<file path="src/logic/psmem_pkg.sv">
// psmem shared definitions
// sizes, AXI4-Lite channel bundles and RAM port bundles
package psmem_pkg;

    // word width on the bus and in the RAM
    localparam int psmem_data_bits = 32;

    // RAM word index, 1024 words
    localparam int psmem_index_bits = 10;
    localparam int psmem_words = 1 << psmem_index_bits;

    // byte offset bits below the word index
    localparam int psmem_addr_lsb = 2;

    // full AXI byte address
    localparam int psmem_addr_bits = 16;

    // only response ever returned
    localparam logic [1:0] resp_okay = 2'b00;

    // everything the master drives
    typedef struct packed {
        logic                           awvalid;
        logic [psmem_addr_bits-1:0]     awaddr;
        logic                           wvalid;
        logic [psmem_data_bits-1:0]     wdata;
        // strobes are carried on the bus but every write is a full word
        logic [psmem_data_bits/8-1:0]   wstrb;
        logic                           bready;
        logic                           arvalid;
        logic [psmem_addr_bits-1:0]     araddr;
        logic                           rready;
    } axil_req_t;

    // everything the slave drives
    typedef struct packed {
        logic                           awready;
        logic                           wready;
        logic                           bvalid;
        logic [1:0]                     bresp;
        logic                           arready;
        logic                           rvalid;
        logic [psmem_data_bits-1:0]     rdata;
        logic [1:0]                     rresp;
    } axil_rsp_t;

    // one RAM write
    typedef struct packed {
        logic                           en;
        logic [psmem_index_bits-1:0]    index;
        logic [psmem_data_bits-1:0]     data;
    } ram_wr_t;

    // one RAM read request
    typedef struct packed {
        logic                           en;
        logic [psmem_index_bits-1:0]    index;
    } ram_rd_t;

endpackage

</file>
<file path="src/logic/axil_write_port.sv">
// AXI4-Lite write channel
// joins address and data, writes the RAM and holds the write response
module axil_write_port
    import psmem_pkg::*;
(
    input  logic                        clk,
    input  logic                        rst,
    input  logic                        aw_valid,
    input  logic [psmem_addr_bits-1:0]  aw_addr,
    input  logic                        w_valid,
    input  logic [psmem_data_bits-1:0]  w_data,
    input  logic                        b_ready,
    output logic                        aw_ready,
    output logic                        w_ready,
    output logic                        b_valid,
    output logic [1:0]                  b_resp,
    output ram_wr_t                     ram_wr
);

    // low while a write is in flight, up to the end of its response
    logic idle;

    // edge 0: address and data both offered to an idle port
    logic accept;

    // edge 1: both transfers complete on this edge
    logic xfer;

    // word index decoded from the byte address
    logic [psmem_index_bits-1:0] wr_index;

    assign accept = idle && aw_valid && w_valid;
    assign xfer   = aw_ready && aw_valid && w_ready && w_valid;

    // ready pulses for one cycle, then the port stays busy
    // until the master takes the response
    always_ff @(posedge clk)
    begin
        if (rst)
        begin
            idle     <= 1'b1;
            aw_ready <= 1'b0;
            w_ready  <= 1'b0;
        end
        else
        begin
            aw_ready <= accept;
            w_ready  <= accept;
            if (accept)
            begin
                idle <= 1'b0;
            end
            else if (b_valid && b_ready)
            begin
                idle <= 1'b1;
            end
        end
    end

    // drop byte offset, upper bits alias back into the array
    always_ff @(posedge clk)
    begin
        if (accept)
        begin
            wr_index <= aw_addr[psmem_addr_lsb +: psmem_index_bits];
        end
    end

    // response comes up on the same edge the RAM takes the word
    always_ff @(posedge clk)
    begin
        if (rst)
        begin
            b_valid <= 1'b0;
        end
        else if (xfer)
        begin
            b_valid <= 1'b1;
        end
        else if (b_ready)
        begin
            b_valid <= 1'b0;
        end
    end

    // wdata is still held by the master during the transfer cycle
    always_comb
    begin
        ram_wr.en    = xfer;
        ram_wr.index = wr_index;
        ram_wr.data  = w_data;
    end

    // no error cases in this memory
    assign b_resp = resp_okay;

endmodule

</file>
<file path="config.mk">
export PLATFORM = sky130hd
export DESIGN_NAME = axil_write_port
export DESIGN_NICKNAME = d
export VERILOG_FILES = /design/src/logic/psmem_pkg.sv /design/src/logic/axil_write_port.sv
export SDC_FILE = /design/constraint.sdc
export NUM_CORES = 1
export LEC_CHECK = 0
export BUFFER_PORTS_ARGS = -buffer_cell sky130_fd_sc_hd__buf_2
export CORE_UTILIZATION = 31
export CTS_CLUSTER_SIZE = 20
export DETAILED_ROUTE_END_ITERATION = 10
export PLACE_DENSITY_LB_ADDON = 0.1
export SLEW_MARGIN = 20
export SYNTH_ARGS = -nofsm -noshare
export SYNTH_HDL_FRONTEND = slang
export SYNTH_SLANG_ARGS = --single-unit
</file>
<file path="constraint.sdc">
create_clock -name clk -period 1.5 [get_ports clk]
set_input_delay 0.15 -clock clk [delete_from_list [all_inputs] [get_ports clk]]
set_output_delay 0.15 -clock clk [all_outputs]
set_load 0.01 [all_outputs]
</file>
==> run metrics <==
outcome=complete, no violations; CTS tree=built; Post-CTS Setup Inserts=0; reg2reg end=wr_index[0]$_DFFE_PP_; part of the Yosys area used for sequential elements=0.521; Final Skew=5.59 ps; Critical R2R Launch=idle$_SDFFE_PP1P_; worst reg-to-reg path cell count=1; Initial DRT Pass Iterations=2; WL final=about 1000 µm; RSZ-0062 raised after global routing=false; critical path capture point type=output pin; count leader, synth=buf_4; critical path arrival=910 ps; post-synth top area cell=edfxtp_1; die area=2430 µm²; global placement routability congestion=0.697; die width=49.2 µm; Max Cap Viol=0; peak supply drop=0.283 mV; row cnt=16; largest net degree at the start of global routing=13; FF+latch area=roughly 360 µm²; DRC viols=0; Pwr Density=1070 nW/µm²; number of synthesized flops with an enable pin=10; fin crit period=1060 ps; Setup CP Type=reg -> out; setup-violating endpoint count in the final report=0; Ports=approximately 100; share of layout cells above drive strength 1=0.600; vias in the first global route=about 320; Worst Hold Launch=aw_addr[10]; per-cell routed wire length=roughly 12 µm; fin nets=109; Setup TNS=0 ps; Post-Synthesis Cells=58; worst-path fanout max=3; area grow syn2layout=-9.58%; maximum clock rate=0.948 GHz; Final Max Slew Viols=0; Finished Cell Area=626 µm²; Reg clk slew, reported paths=80 ps; via/cell ratio=just over 4; Synth area leaders=edfxtp_1, buf_4, dfxtp_1; PortBufs=28; DRT iter0 DRCs=3; Post-CTS Hold Fix Bufs=0; R2R Setup Slk=about 580 ps; Multi-input gate area=61.3 µm²; Tot GR Track Use=0.0845; Cell Area, Synth=692 µm²; commonest cells in the netlist=buf_4, edfxtp_1, dfxtp_1; Power Total=around 0.00067 W; Root Driver=clkbuf_4; H-tree depth=1; Filler cells=roughly 220; Hold EP=wr_index[8]$_DFFE_PP_; first-pass GRT wire length=between 1000 and 1500 µm; Yosys cell types=11; CP startpoint kind=flop; Fin Hold WS=54.0 ps; Async S/R FF share, synth=0; Die Y=49.2 µm; Clk Latency, worst-skew pair=~260 ps; Placeable Area=2020 µm²; Hold Path Class=in -> reg; CTS sink cnt=13; Diodes inserted=0; Num CTS Buffers=3; Avg Cell Area, Syn=11.9 µm²; Hold Path Depth=1; synthesized flop and latch total=13; synth warn=0; Post-DRT Antenna Nets=0; initial antenna violation count=0; post_cts resized=0; Final Hold Fails=0; LEAKAGE=0.284 nW; area post-placement=between 500 and 600 µm²; Main synth FF type=edfxtp_1; final worst-path cycle share=0.703; Congestion Overflow GR=0; total number of vias=around 340; worst-case clock buffer depth=2; post-synth top area share=0.434; Worst EP required=1350 ps; initial core utilization=0.342
[worst max path at each step]
stage / from / to / cells past startpoint / slack, ps
detailed placement: idle$_SDFFE_PP1P_ / wr_index[6]$_DFFE_PP_ / 1 / 580
global placement: idle$_SDFFE_PP1P_ / wr_index[6]$_DFFE_PP_ / 1 / 570
global route: w_ready$_SDFF_PP0_ / ram_wr[42] / 3 / 390
finish: w_ready$_SDFF_PP0_ / ram_wr[42] / 3 / 440
CTS: w_ready$_SDFF_PP0_ / ram_wr[42] / 3 / 420
floorplan: idle$_SDFFE_PP1P_ / wr_index[0]$_DFFE_PP_ / 1 / 640
[cells by family (layout without fill, tap and decap cells)]
group / count (synthesis) / in the layout / share of synthesized area
buffers and inverters: 37 / 33 / 0.396
DFF: 13 / 13 / 0.521
and+or+nand+nor: 4 / 4 / 0.0524
AOI/OAI and AO/OA: 3 / 3 / 0.0253
other: 1 / 2 / 0.00542
[layout make-up]
class	count	area share
sequential	13	0.576
timing repair buffer	28	0.224
multi-input combinational	9	0.0980
tap	27	0.0540
clock buffer	4	0.0420
inverter	1	0.00600
[worst max-delay path: stages (launching register included)]
cell and delay [ps]:
dfxtp_1 340, nand3_1 110, inv_1 70, buf_2 130
[metrics by stage]
step                worst slack [ps]   util  instances
floorplan                        644      -         59
global placement                 571  0.296         78
detailed placement               581  0.296         78
CTS                              419  0.309         82
global route                     393  0.309         82
finish                           445  0.309         82
[routing by layer]
metal	part of all wire	routed length, µm	GRT usage	vias to the layer above
li1	-	-	-	144
met1	0.34	339	0.0749	150
met2	0.46	466	0.135	36
met3	0.18	179	0.0374	6
met4	0.021	21	0.0931	0
met5	0	0	0	-
[flip-flops by register name (all words and copies together), names as in the netlist]
register  flops
wr_index     10
b_valid       1
idle          1
w_ready       1
[placed cells by master (no fill, tap or decap)]
cell type,instances
conb_1,2
nand2b_1,1
clkbuf_1,1
nand3_1,1
nor2b_4,1
buf_2,28
dfxtp_1,3
inv_1,1
o21bai_1,1
and3_4,1
clkbuf_4,3
edfxtp_1,10
a21oi_1,2
[power by group]
group / internal (W) / switching [W] / total [W]
Combinational: 0.0000283 / 0.0000292 / 0.0000575
Sequential: 0.000405 / 0.00000380 / 0.000409
Clock: 0.000103 / 0.000103 / 0.000205
Total: 0.000536 / 0.000136 / 0.000672
Note: power is estimated with default switching activity, not from simulation.
