[src/logic/psmem_pkg.sv]
// psmem shared definitions
// sizes, AXI4-Lite channel bundles and RAM port bundles
package psmem_pkg;

    // word width on the bus and in the RAM
    localparam int psmem_data_bits = 32;

    // RAM word index, 1024 words
    localparam int psmem_index_bits = 10;
    localparam int psmem_words = 1 << psmem_index_bits;

    // byte offset bits below the word index
    localparam int psmem_addr_lsb = 2;

    // full AXI byte address
    localparam int psmem_addr_bits = 16;

    // only response ever returned
    localparam logic [1:0] resp_okay = 2'b00;

    // everything the master drives
    typedef struct packed {
        logic                           awvalid;
        logic [psmem_addr_bits-1:0]     awaddr;
        logic                           wvalid;
        logic [psmem_data_bits-1:0]     wdata;
        // strobes are carried on the bus but every write is a full word
        logic [psmem_data_bits/8-1:0]   wstrb;
        logic                           bready;
        logic                           arvalid;
        logic [psmem_addr_bits-1:0]     araddr;
        logic                           rready;
    } axil_req_t;

    // everything the slave drives
    typedef struct packed {
        logic                           awready;
        logic                           wready;
        logic                           bvalid;
        logic [1:0]                     bresp;
        logic                           arready;
        logic                           rvalid;
        logic [psmem_data_bits-1:0]     rdata;
        logic [1:0]                     rresp;
    } axil_rsp_t;

    // one RAM write
    typedef struct packed {
        logic                           en;
        logic [psmem_index_bits-1:0]    index;
        logic [psmem_data_bits-1:0]     data;
    } ram_wr_t;

    // one RAM read request
    typedef struct packed {
        logic                           en;
        logic [psmem_index_bits-1:0]    index;
    } ram_rd_t;

endpackage

[src/logic/axil_read_port.sv]
// AXI4-Lite read channel
// latches the read address, waits out the RAM read, holds the read data
module axil_read_port
    import psmem_pkg::*;
(
    input  logic                        clk,
    input  logic                        rst,
    input  logic                        ar_valid,
    input  logic [psmem_addr_bits-1:0]  ar_addr,
    input  logic                        r_ready,
    output logic                        ar_ready,
    output logic                        r_valid,
    output logic [psmem_data_bits-1:0]  r_data,
    output logic [1:0]                  r_resp,
    output ram_rd_t                     ram_rd,
    input  logic [psmem_data_bits-1:0]  rd_data
);

    // low from address accept until the data handshake
    logic idle;

    // stage flags, one per cycle of the read
    logic rd_en;
    logic capture;

    // word index decoded at accept
    logic [psmem_index_bits-1:0] rd_index;

    // edge 0: new address seen while idle
    logic accept;

    assign accept = idle && ar_valid;

    // accept -> read -> capture -> respond, one edge each
    always_ff @(posedge clk)
    begin
        if (rst)
        begin
            idle     <= 1'b1;
            ar_ready <= 1'b0;
            rd_en    <= 1'b0;
            capture  <= 1'b0;
            r_valid  <= 1'b0;
            r_data   <= '0;
        end
        else
        begin
            ar_ready <= accept;
            // address transfer completes here, fire the RAM read
            rd_en    <= ar_ready && ar_valid;
            // RAM output register loads at the end of this stage
            capture  <= rd_en;
            if (capture)
            begin
                r_data  <= rd_data;
                r_valid <= 1'b1;
            end
            else if (r_valid && r_ready)
            begin
                r_valid <= 1'b0;
            end
            if (accept)
            begin
                idle <= 1'b0;
            end
            else if (r_valid && r_ready)
            begin
                idle <= 1'b1;
            end
        end
    end

    // byte offset and bits above the index are dropped
    always_ff @(posedge clk)
    begin
        if (accept)
        begin
            rd_index <= ar_addr[psmem_addr_lsb +: psmem_index_bits];
        end
    end

    always_comb
    begin
        ram_rd.en    = rd_en;
        ram_rd.index = rd_index;
    end

    assign r_resp = resp_okay;

endmodule

[config.mk]
export PLATFORM = sky130hd
export DESIGN_NAME = axil_read_port
export DESIGN_NICKNAME = d
export VERILOG_FILES = /design/src/logic/psmem_pkg.sv /design/src/logic/axil_read_port.sv
export SDC_FILE = /design/constraint.sdc
export NUM_CORES = 1
export LEC_CHECK = 0
export ABC_AREA = 1
export BUFFER_PORTS_ARGS = -buffer_cell sky130_fd_sc_hd__buf_4
export CORE_ASPECT_RATIO = 0.5
export CORE_MARGIN = 4
export CORE_UTILIZATION = 42
export CTS_CLUSTER_DIAMETER = 100
export CTS_CLUSTER_SIZE = 40
export DETAILED_ROUTE_END_ITERATION = 10
export PLACE_DENSITY = 0.86
export SYNTH_ARGS = -nofsm -noshare
export SYNTH_HDL_FRONTEND = slang
export SYNTH_SLANG_ARGS = --single-unit
export TNS_END_PERCENT = 50
[constraint.sdc]
create_clock -name clk -period 1.1 [get_ports clk]
set_input_delay 0.165 -clock clk [delete_from_list [all_inputs] [get_ports clk]]
set_output_delay 0.165 -clock clk [all_outputs]
set_load 0.02 [all_outputs]
==> out/qor.csv <==
stage,metric,value,unit
run_status,status,"finished, final reports clean",
logic_synthesis,ys.flop_type,dfxtp_1,
logic_synthesis,synth-simple-area-share,17.17,%
setup_path,rrSetupSlack,0.16,ns
cts,root_buffer,clkbuf_8,
setup_path,worst-r2r-cell-count,3,
worst_hold_path,hold_path_depth,1,
detailed_routing,wire_per_inst,12.54,um
detailed_routing,met1_length,1602,um
final_layout,seqCellArea,1041,um2
timing,hold_viol,0,
final_layout,drive_gt1_share,39.85,%
logic_synthesis,synthDistinctLibCells,15,
setup_path,path_class,reg2out,
logic_synthesis,yosys-top-cells-area,"dfxtp_1 (46%), edfxtp_1 (18%), nor2_1 (15%)",
timing,timing.fmax,991.1,MHz
placement,place_ws,0.06789,ns
detailed_routing,drt_wl_total,3976,um
setup_path,worstPathArrival,0.84,ns
floorplanning,die_h,51.99,um
setup_path,crit_fanout,1,
setup_path,critPathMaxStageDelay,0.38,ns
logic_synthesis,synth_edf_count,10,
logic_synthesis,syn_inst,174,
detailed_routing,met3_length,287,um
placement,port_buffers,90,
timing,setup_viol,0,
logic_synthesis,avgSynthCellArea,9.341,um2
timing,holdWs,0.04097,ns
timing,timing.final.ws_setup,0.09101,ns
cts,clockBufferDepth,2,
setup_path,critical_path.top_delay_family,flip-flops,
logic_synthesis,synth_top_cell_area_share,45.57,%
logic_synthesis,ys_ff_latch,47,
cts,cts_sinks,47,
placement,place_congestion,0.7802,
setup_path,worst_setup_path_end_kind,output pin,
setup_path,path_cells,buf_4,
power_and_ir_drop,p_per_area,1343,nW/um2
logic_synthesis,syn-cell-area,1625,um2
logic_synthesis,synth_common_cells,"nor2_1 (67), dfxtp_1 (37), o21ai_0 (25), edfxtp_1 (10), o21ai_1 (7)",
detailed_routing,vias_per_cell,4.486,
global_route,grt_max_degree,34,
logic_synthesis,yosys_warnings,0,
cts,cts.htree.levels,2,
power_and_ir_drop,ir_worst_vdd,0.8027,mV
power_and_ir_drop,p_leak,1.193,nW
logic_synthesis,synth.most_common_cell,nor2_1,
floorplanning,die_area,4989,um2
floorplanning,pin_count,99,
setup_path,required,0.94,ns
setup_path,path_buf_inv,1,
global_route,grt_usage,16.16,%
global_route,grt-ovfl-total,0,
final_layout,utilization,67.40,%
placement,hpwlAfterDp,2977,um
timing,fin_crit_sh,91.73,%
detailed_routing,dr.pass1.iters,4,
power_and_ir_drop,power,3.227,mW
worst_hold_path,hp-class,in2reg,
detailed_routing,met2WireLength,2061,um
logic_synthesis,synthXorXnorAreaFrac,0,%
cts,numCtsBuffers,5,
final_layout,fill_cells,286,
floorplanning,rows,15,
logic_synthesis,synthAdderAreaFrac,0,%
logic_synthesis,yosysSeqAreaShare,64.05,%
detailed_routing,drc,0,
global_route,grt_pass1_vias,1338,
setup_path,slowest_stage,edfxtp_1,
timing,fin_crit,1.009,ns
timing,rsz0062_at_grt,no,
final_layout,multiInputGateArea,455.4,um2
global_route,grt_pass1_wl,6058,um
logic_synthesis,ys_async_sr_fraction,0,%
timing,tns,0,ns
timing,slew_viol_final,0,
global_route,antenna_found_initial,0,
cts,cts.clk_slew.worst_paths,0.09,ns
detailed_routing,routed-via-count,1422,
logic_synthesis,muxShareOfSynthArea,0,%
setup_path,cp.depth,1,
final_layout,fin_nets,317,
floorplanning,initial_core_util,45.58,%
floorplanning,coreArea,3566,um2
final_layout,synthToLayoutAreaGrowth,47.88,%
setup_path,worstSetupStartpointType,register,
cts,clock_latency,0.29,ns
logic_synthesis,synth_compound_area_share,10.39,%
cts,tritoncts,yes,
run,cap_violations,0,
floorplanning,die_w,95.98,um
logic_synthesis,synth_top_area_cell,dfxtp_1,
final_layout,n_antenna_cell,0,
detailed_routing,drt_iter0_markers,61,
logic_synthesis,synth_top_family_by_area,simple AND/OR/NAND/NOR gates,
detailed_routing,routed.top_layer,met4,
timing,skew,0.003131,ns
detailed_routing,drtAntennaViolNets,0,
state kept, by name, indices dropped and copies added, names as in the netlist:
| signal | count |
|---|---|
| ar_ready | 1 |
| capture | 1 |
| idle | 1 |
| r_data | 32 |
| r_valid | 1 |
| rd_en | 1 |
| rd_index | 10 |
cells in the final DEF (no fill, tap or decap):
cell	instances
buf_4	94
nor2_1	67
dfxtp_1	37
o21ai_0	25
edfxtp_1	10
o21ai_1	7
nand2_1	6
inv_1	5
clkbuf_8	5
conb_1	2
clkinvlp_4	2
inv_4	1
inv_2	1
nand3_1	1
a21oi_2	1
clkinv_2	1
buf_12	1
worst paths after layout:
path                          from                      to
max          rd_index[7]$_DFFE_PP_               ram_rd[7]
max reg2reg     capture$_SDFF_PP0_  r_data[1]$_SDFFE_PP0P_
min reg2reg       rd_en$_SDFF_PP0_      capture$_SDFF_PP0_
min                     ar_addr[9]   rd_index[7]$_DFFE_PP_
power breakdown:
group          total, mW  leakage (nW)  internal, mW  switching (mW)
Combinational      0.371         0.757         0.197           0.174
Clock               1.01        0.0402         0.442           0.569
Sequential          1.84         0.395          1.82          0.0234
layer usage:
layer,GRT usage [%],up-vias
met5,0,-
met4,5.660,0
met3,5.491,3
met2,30.49,49
met1,16.83,643
li1,-,727
logic make-up after synthesis:
logic type / count (synthesis)
buffers and inverters: 19
flip-flops: 47
AO/OA/AOI/OAI: 33
other: 1
AND/OR/NAND/NOR: 74
through the flow:
stage	instances	cell area [um2]
global route	317	2404
global placement	309	2312
finish	317	2404
CTS	317	2401
detailed placement	309	2312
floorplan	175	1629
final cells by class:
type,count,area share (%)
sequential,47,43.31
timing repair buffer,95,30.19
inverter,7,1.197
multi-input combinational,109,18.95
clock buffer,5,2.863
clock inverter,3,0.8329
tap,51,2.655
repair_timing:
item | in CTS | in global routing
setup endpoints to repair | 0 | 28
resized for setup | 0 | 2
setup buffers | 0 | 0
hold buffers | 0 | 0
No activity file was read; power rests on OpenSTA's default activity.
